===== src/include/fetch_params.svh =====
// Fetch stage size macros for address, instruction, FIFO and cache geometry
`ifndef FETCH_PARAMS_SVH
`define FETCH_PARAMS_SVH

// Program counter width in bits
`define FETCH_ADDR_WIDTH 32

// Instruction word width in bits
`define FETCH_INSN_WIDTH 32

// Number of entries in the fetched instruction FIFO
`define FETCH_FIFO_DEPTH 8

// Total instruction cache capacity in bytes
`define FETCH_IC_SIZE 1024

// Cache line size in bytes, eight instructions per line
`define FETCH_IC_LINE_SIZE 32

`endif


===== src/hw/fetch_pkg.sv =====
// Package fetch_pkg with address, instruction, cache line, FIFO entry and fetch state types
`include "fetch_params.svh"

package fetch_pkg;

    typedef logic [`FETCH_ADDR_WIDTH-1:0] addr_t;

    typedef logic [`FETCH_INSN_WIDTH-1:0] insn_t;

    // Word k of a line holds the instruction at line base + 4k
    typedef logic [`FETCH_IC_LINE_SIZE*8-1:0] ic_line_t;

    // Payload of the instruction FIFO
    typedef struct packed {
        addr_t pc;
        insn_t insn;
    } fetch_entry_t;

    // FETCH_NEXT: keep fetching sequential PCs
    // FETCH_IFQ_ENQUEUE: send the missed line to the IFQ
    // FETCH_IFQ_STALL: wait for the line fill
    // FETCH_FIFO_STALL: wait for room in the instruction FIFO
    typedef enum logic [1:0] {
        FETCH_NEXT        = 2'b00,
        FETCH_IFQ_ENQUEUE = 2'b01,
        FETCH_IFQ_STALL   = 2'b10,
        FETCH_FIFO_STALL  = 2'b11
    } fetch_state_t;

endpackage


===== src/hw/fetch_insn_fifo.sv =====
// Module fetch_insn_fifo, a flushable instruction FIFO with a registered pop stage
`include "fetch_params.svh"

module fetch_insn_fifo #(
    parameter int DEPTH = `FETCH_FIFO_DEPTH
) (
    input  logic                    clk,
    input  logic                    i_rst_n,

    input  logic                    i_flush,

    input  logic                    i_wr_en,
    input  fetch_pkg::fetch_entry_t i_wr_data,
    output logic                    o_full,

    input  logic                    i_stall,
    output logic                    o_rd_valid,
    output fetch_pkg::fetch_entry_t o_rd_data
);

    import fetch_pkg::*;

    localparam int PTR_W = (DEPTH > 1) ? $clog2(DEPTH) : 1;
    localparam int CNT_W = $clog2(DEPTH + 1);

    fetch_entry_t     mem [DEPTH];
    logic [PTR_W-1:0] wr_ptr_r;
    logic [PTR_W-1:0] rd_ptr_r;
    logic [CNT_W-1:0] count_r;
    logic             empty;
    logic             push;
    logic             pop;

    // Pointer step with wrap for any depth
    function automatic logic [PTR_W-1:0] ptr_inc(input logic [PTR_W-1:0] ptr);
        logic [PTR_W-1:0] nxt;
        if (ptr == PTR_W'(DEPTH - 1)) begin
            nxt = '0;
        end else begin
            nxt = ptr + 1'b1;
        end
        return nxt;
    endfunction

    assign empty  = (count_r == '0);
    assign o_full = (count_r == CNT_W'(DEPTH));
    assign push   = i_wr_en & ~o_full & ~i_flush;
    assign pop    = ~empty & ~i_stall & ~i_flush;

    always_ff @(posedge clk) begin
        if (!i_rst_n || i_flush) begin
            wr_ptr_r   <= '0;
            rd_ptr_r   <= '0;
            count_r    <= '0;
            o_rd_valid <= 1'b0;
        end else begin
            o_rd_valid <= pop;
            if (push) begin
                wr_ptr_r <= ptr_inc(wr_ptr_r);
            end
            if (pop) begin
                rd_ptr_r <= ptr_inc(rd_ptr_r);
            end
            case ({push, pop})
                2'b10:   count_r <= count_r + 1'b1;
                2'b01:   count_r <= count_r - 1'b1;
                default: count_r <= count_r;
            endcase
        end
    end

    // Output register holds its value while the decoder stalls
    always_ff @(posedge clk) begin
        if (push) begin
            mem[wr_ptr_r] <= i_wr_data;
        end
        if (pop) begin
            o_rd_data <= mem[rd_ptr_r];
        end
    end

endmodule


===== config.mk =====
export PLATFORM = sky130hd
export DESIGN_NAME = fetch_insn_fifo
export DESIGN_NICKNAME = d
export VERILOG_FILES = /design/src/hw/fetch_pkg.sv /design/src/hw/fetch_insn_fifo.sv
export VERILOG_INCLUDE_DIRS = /design/src /design/src/include
export SDC_FILE = /design/constraint.sdc
export NUM_CORES = 1
export LEC_CHECK = 0
export BUFFER_PORTS_ARGS = -buffer_cell sky130_fd_sc_hd__buf_2
export CAP_MARGIN = 20
export CORE_MARGIN = 2
export CORE_UTILIZATION = 30
export DETAILED_ROUTE_END_ITERATION = 16
export GPL_TIMING_DRIVEN = 0
export SLEW_MARGIN = 20
export SYNTH_ARGS = -nofsm -noshare
export SYNTH_HDL_FRONTEND = slang
export SYNTH_SLANG_ARGS = --single-unit

===== constraint.sdc =====
create_clock -name clk -period 15.1 [get_ports clk]
set_clock_uncertainty 0.2 [all_clocks]
set_input_delay 3.02 -clock clk [delete_from_list [all_inputs] [get_ports clk]]
set_output_delay 3.02 -clock clk [all_outputs]
set_load 0.03 [all_outputs]

==> reports/qor.txt <==
Initial Util - 30.4%
RSZ-0062 raised after global routing - no
Setup CP Type - input pin to flip-flop
Final Cell Area - 26500 sq um
Syn_area_per_cell - 24.7 sq um
PortBufs - 134
Nets - 1223
Fmax - 0.188 GHz
Mapped Cells - 882
Final Critical Period - 5320 ps
Area of the core - 71700 sq um
WL final - 45300 um
Critical path arrival - 5410 ps
Worst Path Max Fanout - 7
Critical Path RT - 15190 ps
Worst setup SP type - input pin
Final WS setup - 9780 ps
DRT iter0 DRCs - 624
Area Growth Syn to Fin - 21.7%
#FFs+latches synth - 587
Most frequent cells in the layout - edfxtp_1 (576), buf_2 (152), mux4_2 (128), mux2_2 (64), clkbuf_16 (59)
Root Driver - clkbuf_16
Total power draw - 3.35 mW
LEAKAGE - 8.41 nW
Final core occ - 37.0%
Clk sinks - 587
Slew margin rel. - 45.4%
TritonCTS clock tree - done
Die X - 273 um
Via/cell ratio - 4.53
CTS buffer count - 57
Largest net degree at the start of global routing - 19
Routed via count - 9734
Max Cap Viol - 0
Postcts setup bufs - 0
Clk_lat worst skew - 600 ps
Hold/Removal Path Class - flip-flop to flip-flop
Die area - 74800 sq um
Met3 WL - 2410 um
Syn Nets - 959
Hold-fix buffers at CTS - 0
H-tree depth - 2
Setup violators final - 0
Most common cell after layout, fill and taps aside - edfxtp_1
Pins Over Slew Limit - 0
Seq/Total Area, Yosys - 80.4%
GRT overflow - 0
Routed Antenna Nets - 0
Initial antenna violation count - 12
Tot GR Track Use - 12.1%
Post-DP HPWL - 30800 um
Peak supply drop - 0.0000902 V
Worst-case clock buffer depth - 3
DR pass1 iterations - 4
Post-synth cell types - 31
Worst-margin pin slew - 819 ps
DR WL/cell - 21.1 um
M1 WL - 20300 um
Layout cells sized above 1 - 43.0%
Pre-CTS WS - 9040 ps
Post-cts sizing count - 0
I/O pin count - 135
Pwr/cell area - 126 nW/um^2
Synthesized cell area - 21800 sq um
Std-Cell Rows - 98
Hold Fails Final Rpt - 0
Vias in the first global route - 10300
Final period util - 35.2%
Top routing layer in use - met5
Yosys warns - 0
Die height - 273 um
CTS clock-pin slew for the worst setup and hold paths - 60 ps
Status - completed
Global-route wire length before repair - 66900 um
CP endpoint kind - flip-flop
Met2 WL - 21700 um
Global placement routability congestion - 0.674
DRC Markers - 0
DP Area - 24500 sq um
## per-layer routing
| metal | GRT usage (%) | up-vias |
|---|---|---|
| li1 | - | 4286 |
| met1 | 16.6 | 5164 |
| met2 | 19.4 | 199 |
| met3 | 2.98 | 73 |
| met4 | 2.90 | 12 |
| met5 | 0 | - |
## logic make-up after synthesis
family / Yosys count / synth area share (%)
AOI/OAI and AO/OA: 9 / 0.230
xor gates and xnor gates: 2 / 0.0804
adders and majority gates: 8 / 0.494
buffers and inverters: 43 / 1.15
DFF: 587 / 80.4
muxes: 195 / 16.7
and+or+nand+nor: 38 / 0.953
## stage by stage
step                      cells  setup TNS [ps]  hold WS (ps)
after floorplan             882               0           256
after global placement     1966         -140580           295
after detailed placement   2037               0           295
after CTS                  2145               0           313
after global routing       2145               0           362
final                      2147               0           320
## cells in the mapped netlist (all sizes together)
cell | n | area [sq um]
edfxtp | 576 | 17300
mux4 | 128 | 2880
mux2 | 64 | 721
buf | 21 | 169
clkbuf | 18 | 67.6
nor2 | 13 | 48.8
dfxtp | 11 | 220
ha | 7 | 87.6
a21oi | 6 | 30.0
nand2b | 5 | 31.3
nor3 | 5 | 30.0
inv | 4 | 15.0
nand2 | 4 | 15.0
mux2i | 3 | 30.0
or3b | 3 | 26.3
nor4 | 2 | 12.5
xor2 | 2 | 17.5
a211oi | 1 | 7.51
and2 | 1 | 6.26
and4b | 1 | 10.0
fa | 1 | 20.0
nand3 | 1 | 5.00
nand3b | 1 | 7.51
nor4b | 1 | 8.76
o21ai | 1 | 5.00
o31ai | 1 | 7.51
or3 | 1 | 6.26
## state kept, by name, indices dropped and copies added (netlist names)
signal,cells
wr_ptr_r,3
mem,512
count_r,4
rd_ptr_r,3
o_rd_valid,1
o_rd_data,64
## area by class of cell
type	count	area (sq um)
fillers	6487	45200
flip-flops and latches	587	17500
multi-input cells	252	4070
clock buffers	73	1550
repair buffers	205	1510
well taps	950	1190
clock inverters	35	420
plain buffers	39	236
inverters	4	15.0
diodes	2	5.00
## worst max-delay path: stages
cell and delay, ps:
buf_2 140, or3b_1 360, buf_2 190, nor4_2 610, buf_2 350, buf_2 240
buf_2 250, buf_2 250
## report_power, final
part / switching, mW / internal [mW] / total, mW
clock: 0.598 / 0.880 / 1.48
combinational: 0.0413 / 0.0277 / 0.0690
sequential: 0.00313 / 1.80 / 1.80
total: 0.642 / 2.71 / 3.35
## final timing paths
kind                            startpoint    endpoint  slack, ps  cells past startpoint
worst min register to register  count_r[3]  count_r[3]        320                      2
worst min-delay path            count_r[3]  count_r[3]        320                      2
worst max-delay path               i_flush  mem[0][46]       9780                      8
worst max register to register  count_r[0]  mem[0][46]      11830                      8
No activity file was read; power rests on OpenSTA's default activity.
