[src/include/fetch_params.svh]
// Fetch stage size macros for address, instruction, FIFO and cache geometry
`ifndef FETCH_PARAMS_SVH
`define FETCH_PARAMS_SVH

// Program counter width in bits
`define FETCH_ADDR_WIDTH 32

// Instruction word width in bits
`define FETCH_INSN_WIDTH 32

// Number of entries in the fetched instruction FIFO
`define FETCH_FIFO_DEPTH 8

// Total instruction cache capacity in bytes
`define FETCH_IC_SIZE 1024

// Cache line size in bytes, eight instructions per line
`define FETCH_IC_LINE_SIZE 32

`endif

[src/hw/fetch_pkg.sv]
// Package fetch_pkg with address, instruction, cache line, FIFO entry and fetch state types
`include "fetch_params.svh"

package fetch_pkg;

    typedef logic [`FETCH_ADDR_WIDTH-1:0] addr_t;

    typedef logic [`FETCH_INSN_WIDTH-1:0] insn_t;

    // Word k of a line holds the instruction at line base + 4k
    typedef logic [`FETCH_IC_LINE_SIZE*8-1:0] ic_line_t;

    // Payload of the instruction FIFO
    typedef struct packed {
        addr_t pc;
        insn_t insn;
    } fetch_entry_t;

    // FETCH_NEXT: keep fetching sequential PCs
    // FETCH_IFQ_ENQUEUE: send the missed line to the IFQ
    // FETCH_IFQ_STALL: wait for the line fill
    // FETCH_FIFO_STALL: wait for room in the instruction FIFO
    typedef enum logic [1:0] {
        FETCH_NEXT        = 2'b00,
        FETCH_IFQ_ENQUEUE = 2'b01,
        FETCH_IFQ_STALL   = 2'b10,
        FETCH_FIFO_STALL  = 2'b11
    } fetch_state_t;

endpackage

[src/hw/fetch_fsm.sv]
// Module fetch_fsm, the fetch state machine with lookup tracking and PC control
module fetch_fsm (
    input  logic clk,
    input  logic i_rst_n,

    input  logic i_redirect,

    input  logic i_ic_hit,
    input  logic i_fifo_full,

    input  logic i_ifq_full,
    input  logic i_ifq_fill_en,

    output logic o_ic_lookup_en,
    output logic o_pc_advance,
    output logic o_pc_restart,
    output logic o_fifo_wr_en,
    output logic o_ifq_alloc_en
);

    import fetch_pkg::*;

    fetch_state_t state_r;
    fetch_state_t state_next;
    logic         lookup_valid_r;
    logic         state_is_next;
    logic         lookup_hit;
    logic         lookup_miss;
    logic         lookup_stall;

    assign state_is_next = (state_r == FETCH_NEXT);

    // Result of the lookup launched last cycle
    assign lookup_hit  = lookup_valid_r & state_is_next & i_ic_hit;
    assign lookup_miss = lookup_valid_r & state_is_next & ~i_ic_hit;

    // A miss or a hit with no FIFO room stops the pipeline
    assign lookup_stall = lookup_miss | (lookup_hit & i_fifo_full);

    always_comb begin
        state_next = state_r;

        case (state_r)
            FETCH_NEXT: begin
                if (lookup_miss) begin
                    state_next = FETCH_IFQ_ENQUEUE;
                end else if (lookup_hit && i_fifo_full) begin
                    state_next = FETCH_FIFO_STALL;
                end
            end
            FETCH_IFQ_ENQUEUE: begin
                if (!i_ifq_full) begin
                    state_next = FETCH_IFQ_STALL;
                end
            end
            FETCH_IFQ_STALL: begin
                if (i_ifq_fill_en) begin
                    state_next = i_fifo_full ? FETCH_FIFO_STALL : FETCH_NEXT;
                end
            end
            FETCH_FIFO_STALL: begin
                if (!i_fifo_full) begin
                    state_next = FETCH_NEXT;
                end
            end
            default: begin
                state_next = FETCH_NEXT;
            end
        endcase

        // Redirect overrides everything
        if (i_redirect) begin
            state_next = FETCH_NEXT;
        end
    end

    always_ff @(posedge clk) begin
        if (!i_rst_n) begin
            state_r        <= FETCH_NEXT;
            lookup_valid_r <= 1'b0;
        end else begin
            state_r        <= state_next;
            lookup_valid_r <= o_ic_lookup_en;
        end
    end

    // New lookups only while streaming and not stopping this cycle
    assign o_ic_lookup_en = state_is_next & ~lookup_stall & ~i_redirect;
    assign o_pc_advance   = state_is_next & ~lookup_stall;

    // Reload the saved PC when leaving a stall
    assign o_pc_restart = ~state_is_next & (state_next == FETCH_NEXT) & ~i_redirect;

    assign o_fifo_wr_en = lookup_hit & ~i_fifo_full & ~i_redirect;

    // One request per miss, the cycle the IFQ has room
    assign o_ifq_alloc_en = (state_r == FETCH_IFQ_ENQUEUE) & ~i_ifq_full & ~i_redirect;

endmodule

[config.mk]
export PLATFORM = sky130hd
export DESIGN_NAME = fetch_fsm
export DESIGN_NICKNAME = d
export VERILOG_FILES = /design/src/hw/fetch_pkg.sv /design/src/hw/fetch_fsm.sv
export VERILOG_INCLUDE_DIRS = /design/src /design/src/include
export SDC_FILE = /design/constraint.sdc
export NUM_CORES = 1
export LEC_CHECK = 0
export BUFFER_PORTS_ARGS = -buffer_cell sky130_fd_sc_hd__clkbuf_2
export CAP_MARGIN = 20
export CORE_AREA = 2 2 39 41
export CTS_CLUSTER_SIZE = 28
export DETAILED_ROUTE_END_ITERATION = 12
export DIE_AREA = 0 0 41 43
export GPL_TIMING_DRIVEN = 0
export PLACE_DENSITY = 0.36
export SYNTH_ARGS = -nofsm -noshare
export SYNTH_HDL_FRONTEND = slang
export SYNTH_SLANG_ARGS = --single-unit
[constraint.sdc]
create_clock -name clk -period 0.9 [get_ports clk]
set_input_delay 0.135 -clock clk [delete_from_list [all_inputs] [get_ports clk]]
set_output_delay 0.135 -clock clk [all_outputs]
set_load 0.1 [all_outputs]
==> flow_summary.ini <==
[yosys]
yosys_register_bits = 3
yosysSeqAreaShare = 0.312
synth_top_family_by_area = simple AND/OR/NAND/NOR gates
synthXorXnorAreaFrac = 0
ys_warn_count = 0
synth_compound_area_frac = 0.234
avgSynthCellArea_um2 = 8.38
synth_area_um2 = 193
synthAdderAreaFrac = 0
synth-simple-area-share = 0.416
synth_mux_area_frac = 0
synthCells = 23
yosysUniqueCellTypes = 16
syn-num-nets = 30

[clocking]
cts_tree = done
htreeDepth = 1
cts_max_path_buffers = 2
cts_root_buffer = clkbuf_4
cts_buffers = 3
clk_pin_slew_ns = 0.04
cts_sinks = 3
clock_latency_ns = 0.24

[grt]
grt_overflow_total = 0
antenna_found_initial = 0
grt_pass1_wl_um = 1150
track_usage = 0.106
grt_max_degree = 7
grt_pass1_vias = 264

[min_path]
hp-class = in2reg

[job]
maxCapViolCount = 0

[layout]
antenna_cells = 0
multi_input_area_um2 = 204
nets = 49
final_util = 0.363
drive_above_1_share = 0.854
fillers = 142
seqCellArea_um2 = 68.8
area_growth_pct = 160

[timing]
rsz0062_at_grt = true
hold_violations = 0
period_needed_ns = 1.39
max_freq_ghz = 0.717
tightest_slew_ns = 0.239
tns_ns = -2.72
min_period_over_period = 1.55
slew_violations = 0
finalSetupViolations = 8
finClkSkew_ns = 0.00422
relSlewSlack = 0.839
timing.final.ws_setup_ns = -0.495

[placement]
io_buffers = 11
hpwl_um = 425
place.gp.congestion = 0.642

[routing]
initialDrtViolationCount = 5
drt-pass1-iter-count = 2
antenna_left = 0
wl_per_cell_um = 12.0
routed_via_density = 4.25
wl_um = 683
vias = 242
route.detailed.drc = 0

[setup_path]
cp-end-kind = output port
cp_max_fo = 5
critPathArrivalTime_ns = 1.26
start_kind = flop
worstSetupPathType = reg2out
crit_required_ns = 0.76

[floorplan]
rows = 14
core_um2 = 1380
start_util = 0.139
die_w_um = 41
io_pins = 12
die_h_um = 43
die_area_um2 = 1760

[status]
violations = setup timing
outcome = finished with violations

[pwr]
p_leak_uw = 0.000206
powerDensity_nw_per_um2 = 1280
total_power_uw = 643
irDropWorstVdd_mv = 0.853
## layout make-up
| class | instances | share of cell area |
|---|---|---|
| Clock buffer | 4 | 0.0524 |
| Tap cell | 16 | 0.0399 |
| Inverter | 2 | 0.0224 |
| Sequential cell | 3 | 0.137 |
| Timing Repair Buffer | 14 | 0.342 |
| Multi-Input combinational cell | 18 | 0.406 |
## logic make-up after synthesis
logic type | count (synthesis)
flip-flops | 3
AO/OA/AOI/OAI | 6
buffers and inverters | 2
AND/OR/NAND/NOR | 12
## cell usage in the layout (no fill, tap or decap), types with 2 or more instances in the layout
cell	n
clkbuf_16	4
clkbuf_4	3
o21ai_0	2
nor2_2	2
clkbuf_2	6
dfxtp_4	2
buf_4	2
## Yosys cell counts
| library cell | count | area (µm²) |
|---|---|---|
| o21ai_0 | 2 | 10.0 |
| inv_1 | 2 | 7.51 |
| nor4_1 | 1 | 6.26 |
| a221oi_2 | 1 | 15.0 |
| and2b_1 | 1 | 7.51 |
| nand2_1 | 1 | 3.75 |
| a21oi_1 | 1 | 5.00 |
| nor3b_1 | 1 | 7.51 |
| a211o_1 | 1 | 8.76 |
| or2b_2 | 1 | 8.76 |
| nor2_1 | 3 | 11.3 |
| nor4b_1 | 1 | 8.76 |
| a31oi_1 | 1 | 6.26 |
| nand2b_4 | 1 | 13.8 |
| and3_1 | 2 | 12.5 |
| dfxtp_1 | 3 | 60.1 |
## report_power, final
| part | switching (µW) | internal, µW | total, µW |
|---|---|---|---|
| logic | 145 | 108 | 252 |
| clock network | 79.0 | 167 | 246 |
| registers | 8.46 | 137 | 145 |
| total | 232 | 411 | 643 |
## layer usage
metal | track usage | vias up | part of all wire
met3 | 0.0733 | 2 | 0.082
li1 | - | 120 | -
met1 | 0.102 | 110 | 0.40
met4 | 0.100 | 0 | 0.028
met2 | 0.141 | 10 | 0.49
met5 | 0 | - | 0
## what timing repair did
action | 4_1_cts | 5_1_grt
hold buffers | 0 | 0
setup endpoints to repair | 7 | 8
gates resized for setup | 17 | 9
pin swaps | 2 | 4
setup buffers | 3 | 0
## registers in the layout, indices dropped and copies added, names as in the netlist
signal / count
state_r: 2
lookup_valid_r: 1
## per-stage QoR
stage | cells | hold WS (ns) | cell area, µm² | worst slack [ns]
after global placement | 50 | 0.387 | 315 | -0.634
after CTS | 57 | 0.137 | 464 | -0.475
after floorplan | 23 | 0.212 | 240 | -0.670
after detailed placement | 50 | 0.386 | 315 | -0.632
after global routing | 57 | 0.153 | 502 | -0.533
final | 57 | 0.159 | 502 | -0.495
## critical path, cell delays in order, from the launching register on
cell and delay (ns):
dfxtp_4 0.36, a211o_4 0.35, nor2_4 0.11, clkbuf_16 0.20
## final timing paths
kind | slack (ns) | from | endpoint | cells past startpoint
min reg2reg | 0.59 | state_r[1] | state_r[1] | 2
min | 0.16 | i_ifq_full | state_r[1] | 2
max | -0.49 | state_r[0] | o_ic_lookup_en | 3
max reg2reg | -0.21 | state_r[1] | state_r[1] | 4
(Power assumes the default switching activity.)
