**src/include/fetch_params.svh**
```systemverilog
// Fetch stage size macros for address, instruction, FIFO and cache geometry
`ifndef FETCH_PARAMS_SVH
`define FETCH_PARAMS_SVH

// Program counter width in bits
`define FETCH_ADDR_WIDTH 32

// Instruction word width in bits
`define FETCH_INSN_WIDTH 32

// Number of entries in the fetched instruction FIFO
`define FETCH_FIFO_DEPTH 8

// Total instruction cache capacity in bytes
`define FETCH_IC_SIZE 1024

// Cache line size in bytes, eight instructions per line
`define FETCH_IC_LINE_SIZE 32

`endif

```
**src/hw/fetch_pkg.sv**
```systemverilog
// Package fetch_pkg with address, instruction, cache line, FIFO entry and fetch state types
`include "fetch_params.svh"

package fetch_pkg;

    typedef logic [`FETCH_ADDR_WIDTH-1:0] addr_t;

    typedef logic [`FETCH_INSN_WIDTH-1:0] insn_t;

    // Word k of a line holds the instruction at line base + 4k
    typedef logic [`FETCH_IC_LINE_SIZE*8-1:0] ic_line_t;

    // Payload of the instruction FIFO
    typedef struct packed {
        addr_t pc;
        insn_t insn;
    } fetch_entry_t;

    // FETCH_NEXT: keep fetching sequential PCs
    // FETCH_IFQ_ENQUEUE: send the missed line to the IFQ
    // FETCH_IFQ_STALL: wait for the line fill
    // FETCH_FIFO_STALL: wait for room in the instruction FIFO
    typedef enum logic [1:0] {
        FETCH_NEXT        = 2'b00,
        FETCH_IFQ_ENQUEUE = 2'b01,
        FETCH_IFQ_STALL   = 2'b10,
        FETCH_FIFO_STALL  = 2'b11
    } fetch_state_t;

endpackage

```
**src/hw/fetch_pc.sv**
```systemverilog
// Module fetch_pc, the program counter with lookup-stage and restart address registers
`include "fetch_params.svh"

module fetch_pc (
    input  logic             clk,
    input  logic             i_rst_n,

    input  logic             i_redirect,
    input  fetch_pkg::addr_t i_redirect_addr,

    input  logic             i_advance,
    input  logic             i_restart,
    input  logic             i_lookup_en,

    output fetch_pkg::addr_t o_pc,
    output fetch_pkg::addr_t o_lookup_pc
);

    import fetch_pkg::*;

    localparam addr_t PC_STEP = addr_t'(`FETCH_INSN_WIDTH / 8);

    addr_t pc_r;
    addr_t lookup_pc_r;
    addr_t restart_pc_r;
    logic  lookup_pending_r;

    // Redirect beats restart, restart beats increment
    always_ff @(posedge clk) begin
        if (!i_rst_n) begin
            pc_r             <= '0;
            lookup_pending_r <= 1'b0;
        end else begin
            lookup_pending_r <= i_lookup_en;
            if (i_redirect) begin
                pc_r <= i_redirect_addr;
            end else if (i_restart) begin
                pc_r <= restart_pc_r;
            end else if (i_advance) begin
                pc_r <= pc_r + PC_STEP;
            end
        end
    end

    // Address of the lookup in flight, held while fetch is stopped
    always_ff @(posedge clk) begin
        if (i_lookup_en) begin
            lookup_pc_r <= pc_r;
        end
        // Lookup resolving this cycle is the restart target
        if (lookup_pending_r) begin
            restart_pc_r <= lookup_pc_r;
        end
    end

    assign o_pc        = pc_r;
    assign o_lookup_pc = lookup_pc_r;

endmodule

```
**config.mk**
```make
export PLATFORM = sky130hd
export DESIGN_NAME = fetch_pc
export DESIGN_NICKNAME = d
export VERILOG_FILES = /design/src/hw/fetch_pkg.sv /design/src/hw/fetch_pc.sv
export VERILOG_INCLUDE_DIRS = /design/src /design/src/include
export SDC_FILE = /design/constraint.sdc
export NUM_CORES = 1
export LEC_CHECK = 0
export ABC_AREA = 1
export BUFFER_PORTS_ARGS = -buffer_cell sky130_fd_sc_hd__buf_2
export CORE_UTILIZATION = 49
export DETAILED_ROUTE_END_ITERATION = 12
export PLACE_DENSITY = 0.73
export SLEW_MARGIN = 25
export SYNTH_ARGS = -nofsm -noshare
export SYNTH_HDL_FRONTEND = slang
export SYNTH_SLANG_ARGS = --single-unit
export TNS_END_PERCENT = 100
```
**constraint.sdc**
```tcl
create_clock -name clk -period 1.7 [get_ports clk]
set_clock_uncertainty 0.1 [all_clocks]
set_input_delay 0.34 -clock clk [delete_from_list [all_inputs] [get_ports clk]]
set_output_delay 0.34 -clock clk [all_outputs]
set_load 0.005 [all_outputs]
```
==> results of run 1 <==
==> registers in the layout (all words and copies together), names as in the netlist <==
| register | cells |
|---|---|
| o_lookup_pc | 32 |
| o_pc | 32 |
| lookup_pending_r | 1 |
| restart_pc_r | 32 |
==> area by class of cell <==
class / count / area share, %
Sequential cell: 97 / 44.1
Multi-Input combinational cell: 390 / 32.9
Timing Repair Buffer: 143 / 14.9
Tap cell: 129 / 2.74
Clock buffer: 11 / 2.23
Inverter: 28 / 1.78
Clock inverter: 5 / 1.34
==> how the worst max path moves through the flow <==
stage,start,end,slack [ns]
after floorplan,o_pc[2],o_pc[26],0.09
after global placement,o_pc[21],o_pc[31],0.08
final,o_pc[3],o_pc[29],0.09
after global routing,o_pc[3],o_pc[29],-0.07
after CTS,o_pc[21],o_pc[31],0.05
after detailed placement,o_pc[2],o_pc[8],0.08
==> metrics by stage <==
step,hold WS (ns),setup TNS [ns]
floorplan,0.333,0
global placement,0.327,0
detailed placement,0.331,0
CTS,0.0917,0
global route,0.112,-0.140
finish,0.108,0
==> repair_timing <==
action | CTS | global route
setup buffers | 0 | 5
hold buffers | 0 | 0
gates resized for setup | 0 | 29
setup endpoints to repair | 0 | 21
endpoints found under the hold margin | 0 | 0
==> cells in the mapped netlist (2+ instances only) <==
cell type  count  area share (%)
a21o_1         3            0.48
a21oi_1       44             4.7
a21oi_2       10             1.9
and2_1         2            0.27
buf_1          2            0.16
buf_2          6            0.64
buf_4          2            0.32
buf_6          3            0.72
clkbuf_1       8            0.64
clkinv_1       2            0.16
dfxtp_1       33              14
edfxtp_1      64              41
inv_1         23             1.8
inv_2          3            0.24
nand2_1      149              12
nand2_2        8             1.1
nand2_4        2            0.48
nand3_1       37             4.0
nand4_1        2            0.27
nor2_1        84             6.7
nor2_2         5            0.67
nor2_4         8             1.9
nor3_1         2            0.21
o21ai_0       11             1.2
o21bai_1       6            0.96
o221ai_1       2            0.38
or2_2          2            0.27
xnor2_1        3            0.56
xor2_1         4            0.75
==> where the power goes <==
group / total [µW] / internal, µW / switching (µW)
clock network: 1640 / 831 / 806
logic: 709 / 321 / 388
registers: 2810 / 2690 / 116
==> routing by layer <==
metal	routed length [µm]	GRT usage (%)	share of wire (%)	vias up
li1	-	-	-	2036
met5	0	0	0	-
met4	157	9.05	1.3	0
met1	5510	35.2	46	1906
met2	5650	38.8	47	139
met3	727	5.41	6.0	12
==> cells by family after synthesis <==
kind of cell | synth area share [%]
XOR/XNOR | 1.31
buffers and inverters | 4.74
flip-flops | 55.3
AO/OA/AOI/OAI | 9.99
AND/OR/NAND/NOR | 28.4
adder cells (fa/ha/maj) | 0.268
==> worst register-to-register path: cells and delay by family, from the launching register on <==
| kind | cells | cell delay [ns] |
|---|---|---|
| buf+inv | 1 | 0.11 |
| compound gates | 1 | 0.12 |
| simple gates | 9 | 0.87 |
| flops | 1 | 0.37 |
==> flow_metrics.tcl, run 1 <==
set metrics [dict create \
    setup_viol 0 \
    status "completed" \
    regArea_um2 2600 \
    route.vias.total 4093 \
    fill_cells 816 \
    rrSetupSlack_ns 0.09 \
    synth_nets 575 \
    cp-start-kind "flip-flop" \
    critPathCaptureType "flip-flop" \
    hold_viol_final 0 \
    grt-ovfl-total 0 \
    crit_family "simple AND/OR/NAND/NOR gates" \
    layout_min_cycle_time_ns 1.61 \
    wire_per_inst_um 15.0 \
    worst_path_max_delay_cell "dfxtp_4" \
    cts_made_buffers 9 \
    final_cells 803 \
    grtUsageTotal_pct 25.2 \
    grt_pass1_vias 3838 \
    cp.required_ns 1.92 \
    mostFrequentLayoutCell "nand2_1" \
    antenna_found_initial 0 \
    cp_num_buf_inv 1 \
    most-common-layout-cells "147 x nand2_1, 101 x buf_2, 79 x nor2_1" \
    cts_tree "yes" \
    drive_above_1_share_pct 32.3 \
    crit_path_frequent_cell "nand2_1" \
    rows 35 \
    placedInstanceArea_um2 5560 \
    crit_path_max_fanout 4 \
    placed_cells 782 \
    rsz0062_at_grt "true" \
    ys_seq_area_share_pct 55.3 \
    drt_iter0_drc 251 \
    yosysWarnings 0 \
    reg2reg_to "o_pc[29]" \
    fin_crit_sh_pct 94.9 \
    ff2ff_path_depth 11 \
    leakagePower_uw 0.00251 \
    fin_area_um2 5890 \
    slew_violations 0 \
    dpl_worst_slack_ns 0.0802 \
    clk-insertion-delay-late_ns 0.38 \
    clock-root-buffer "clkbuf_8" \
    dieWidth_um 99.6 \
    relSlewSlack_pct 73.3 \
    fin_nets 708 \
    cts.clk_slew.worst_paths_ns 0.09 \
    clkSinkCount 97 \
    grt_max_degree 34 \
    first_pass_iters 4 \
    synth-async-reset-ratio_pct 0 \
    hpwlAfterDp_um 8510 \
    htreeDepth 3 \
    die_h_um 99.6 \
    gp_congestion 0.952 \
    worstHoldStart "i_rst_n" \
    finalWorstSetupSlack_ns 0.0867 \
    critical-path-max-stage-delay_ns 0.37 \
    coreArea_um2 9240 \
    critPathKind "reg2reg" \
    synth-edff-count 64 \
    synth_cells 536 \
    ys.flop_type "edfxtp_1" \
    netlist_area_um2 4670 \
    min_to "lookup_pending_r" \
    antenna_left 0 \
    syn_area_per_cell_um2 8.72 \
    crit_chain "buf_6, nand2_4, nor2_4, nand2_4, nor2_4, nand2_1, nand2_1, nand3_1, nand2_1, nand2_1, a21oi_2" \
    total_power_uw 5150 \
    grt_pass1_wl_um 19400 \
    drc_errors 0 \
    port_buffers 101 \
    diodes 0 \
    vias_per_cell 5.10 \
    fmax_mhz 620 \
    ys_types 35 \
    hp-class "in2reg" \
    peakVddDrop_mv 0.844 \
    whs_path_depth 3 \
    start_util_pct 50.6 \
    crit_arrival_ns 1.83 \
    maxCapViolations 0 \
    yosys_register_bits 97 \
    worst_slew_pin_slew_ns 0.401 \
    area_delta_synth_final_pct 26.1 \
    ctsLongestPathBuffers 2 \
    ios 102 \
    postLayoutCoreUtil_pct 63.8 \
    multi_input_area_um2 1940 \
    timing.rr.start "o_pc[3]" \
    wl_um 12000 \
    p_per_area_nw_per_um2 875 \
    die_area_um2 9930 \
    path_depth 11 \
]
Power figures use the tool's default switching activity.
==> inputs of run 2 (changes only) <==
Settings changed: CORE_UTILIZATION 49 to 50, HOLD_SLACK_MARGIN from default to 0.15, PLACE_DENSITY 0.73 to 0.71.
Clock period 1.7 ns to 1.74 ns, I/O delays scaled along.
==> flow_metrics.tcl, run 2 (same netlist as run 1, synthesis figures left out) <==
set metrics [dict create \
    clk-insertion-delay-late_ns 0.38 \
    grt-ovfl-total 0 \
    drc_errors 0 \
    htreeDepth 3 \
    clock_power_share_pct 27.6 \
    cp_num_buf_inv 2 \
    power_frac_comb_pct 14.3 \
    status "completed" \
    port_buffers 101 \
    worstHoldStart "i_redirect_addr[0]" \
    rows 34 \
    whs_ns 0.176 \
    cts.clk_slew.worst_paths_ns 0.10 \
    hold_viol_final 0 \
    timing.rr.start "o_pc[2]" \
    reg2reg_to "o_pc[23]" \
    min_to "o_pc[0]" \
    ios 102 \
    crit_start "o_pc[2]" \
    ff2ff_path_depth 11 \
    crit_arrival_ns 1.84 \
    hpwlAfterDp_um 8680 \
    crit_family "simple AND/OR/NAND/NOR gates" \
    hp-class "in2reg" \
    total_power_uw 4720 \
    mostFrequentLayoutCell "nand2_1" \
    critical-path-max-stage-delay_ns 0.37 \
    gp_congestion 0.871 \
    clock-root-buffer "clkbuf_8" \
    ctsLongestPathBuffers 2 \
    wl_um 12300 \
    cp.required_ns 1.95 \
    first_pass_iters 5 \
    grt_max_degree 33 \
    crit_path_frequent_cell "nand2_1" \
    placed_cells 759 \
    critPathKind "reg2reg" \
    fin_crit_sh_pct 94.0 \
    seqPwrFrac_pct 58.1 \
    area_delta_synth_final_pct 22.1 \
    route.vias.total 4110 \
    critPathCaptureType "flip-flop" \
    antenna_found_initial 0 \
    die_h_um 98.7 \
    worst_slew_pin_slew_ns 0.471 \
    power.switching_uw 1280 \
    relSlewSlack_pct 68.6 \
    crit_path_max_fanout 6 \
    antenna_left 0 \
    cts_made_buffers 9 \
    fmax_mhz 612 \
    worst_path_max_delay_cell "dfxtp_2" \
    peakVddDrop_mv 0.774 \
    cp-start-kind "flip-flop" \
    rsz0062_at_grt "false" \
    internal_power_uw 3440 \
    slew_violations 0 \
    final_cells 777 \
    most-common-layout-cells "149 x nand2_1, 101 x buf_2, 81 x nor2_1" \
    diodes 0 \
    whs_path_depth 3 \
    p_sw_share_pct 27.2 \
    crit_chain "buf_4, inv_1, nor2_4, nand2_2, nor2_4, nand2_1, nand2_1, nand3_1, nand2_1, nand2_1, a21oi_2" \
    rrSetupSlack_ns 0.10 \
    start_util_pct 52.5 \
    dieWidth_um 98.7 \
    clkSinkCount 97 \
    layout_min_cycle_time_ns 1.64 \
    grtUsageTotal_pct 26.6 \
    grt_pass1_vias 3939 \
    die_area_um2 9730 \
    setup_viol 0 \
    wire_per_inst_um 15.8 \
    maxCapViolations 0 \
    fin_nets 703 \
    coreArea_um2 8890 \
    cts_tree "yes" \
    drt_iter0_drc 194 \
    leakagePower_uw 0.00240 \
    finalSetupTns_ns 0 \
    drive_above_1_share_pct 30.3 \
    vias_per_cell 5.29 \
    grt_pass1_wl_um 20000 \
    p_per_area_nw_per_um2 827 \
]
-- run 2: cell count changes in the layout (fill, tap and decap cells not counted), sizes merged --
cell / previous run / this run
buf: 143 / 136
bufinv: 2 / 0
clkbuf: 11 / 10
clkinv: 4 / 7
clkinvlp: 0 / 1
dlygate4sd3: 0 / 2
inv: 27 / 26
-- run 2: worst reg2reg max path, cell delays in order (launching register included) --
cell     delay [ns]
dfxtp_2        0.37
buf_4          0.14
inv_1          0.06
nor2_4         0.15
nand2_2        0.09
nor2_4         0.18
nand2_1        0.07
nand2_1        0.06
nand3_1        0.07
nand2_1        0.09
nand2_1        0.07
a21oi_2        0.12
-- run 2: worst max-delay path by stage --
stage                    end  slack, ns  cells past startpoint
floorplan           o_pc[26]       0.13                     10
CTS                 o_pc[13]       0.05                      9
global placement    o_pc[29]        0.1                      9
detailed placement  o_pc[29]       0.07                      9
global route        o_pc[23]     0.0007                     11
finish              o_pc[23]       0.10                     11
-- run 2: cell type report --
class / instances / area, µm²
well taps: 108 / 135
inverters: 28 / 105
fillers: 756 / 3190
repair buffers: 138 / 813
clock buffers: 10 / 128
multi-input cells: 390 / 1890
flip-flops and latches: 97 / 2590
clock inverters: 6 / 35.0
-- run 2: timing repair --
item / 4_1_cts / 5_1_grt
hold buffers: 2 / 0
endpoints found under the hold margin: 4 / 0
gates resized for setup: 0 / 15
setup buffers: 0 / 0
endpoints found under the setup margin: 0 / 16
-- run 2: routing by layer --
metal	global-route usage (%)	vias up	share of wire (%)
met5	0	-	0
met4	6.08	0	0.77
met3	7.66	7	7.6
met2	42.3	163	46
met1	36.3	1912	46
li1	-	2028	-
-- run 2: power by group through the flow --
stage                     Clock (µW)  Combinational (µW)  Sequential (µW)
after floorplan                    0                 290             2810
after global placement             0                 655             2780
after detailed placement           0                 667             2780
after CTS                       1340                 673             2730
after global routing            1420                 748             2760
final                           1300                 674             2740
-- run 2: per-stage QoR --
step                cell area (µm²)  worst slack [ns]  util (%)
finish                         5700             0.105      64.2
global route                   5700          0.000672      64.2
global placement               5490            0.0969      61.7
floorplan                      4670             0.133         -
detailed placement             5490            0.0732      61.7
CTS                            5670            0.0487      63.8
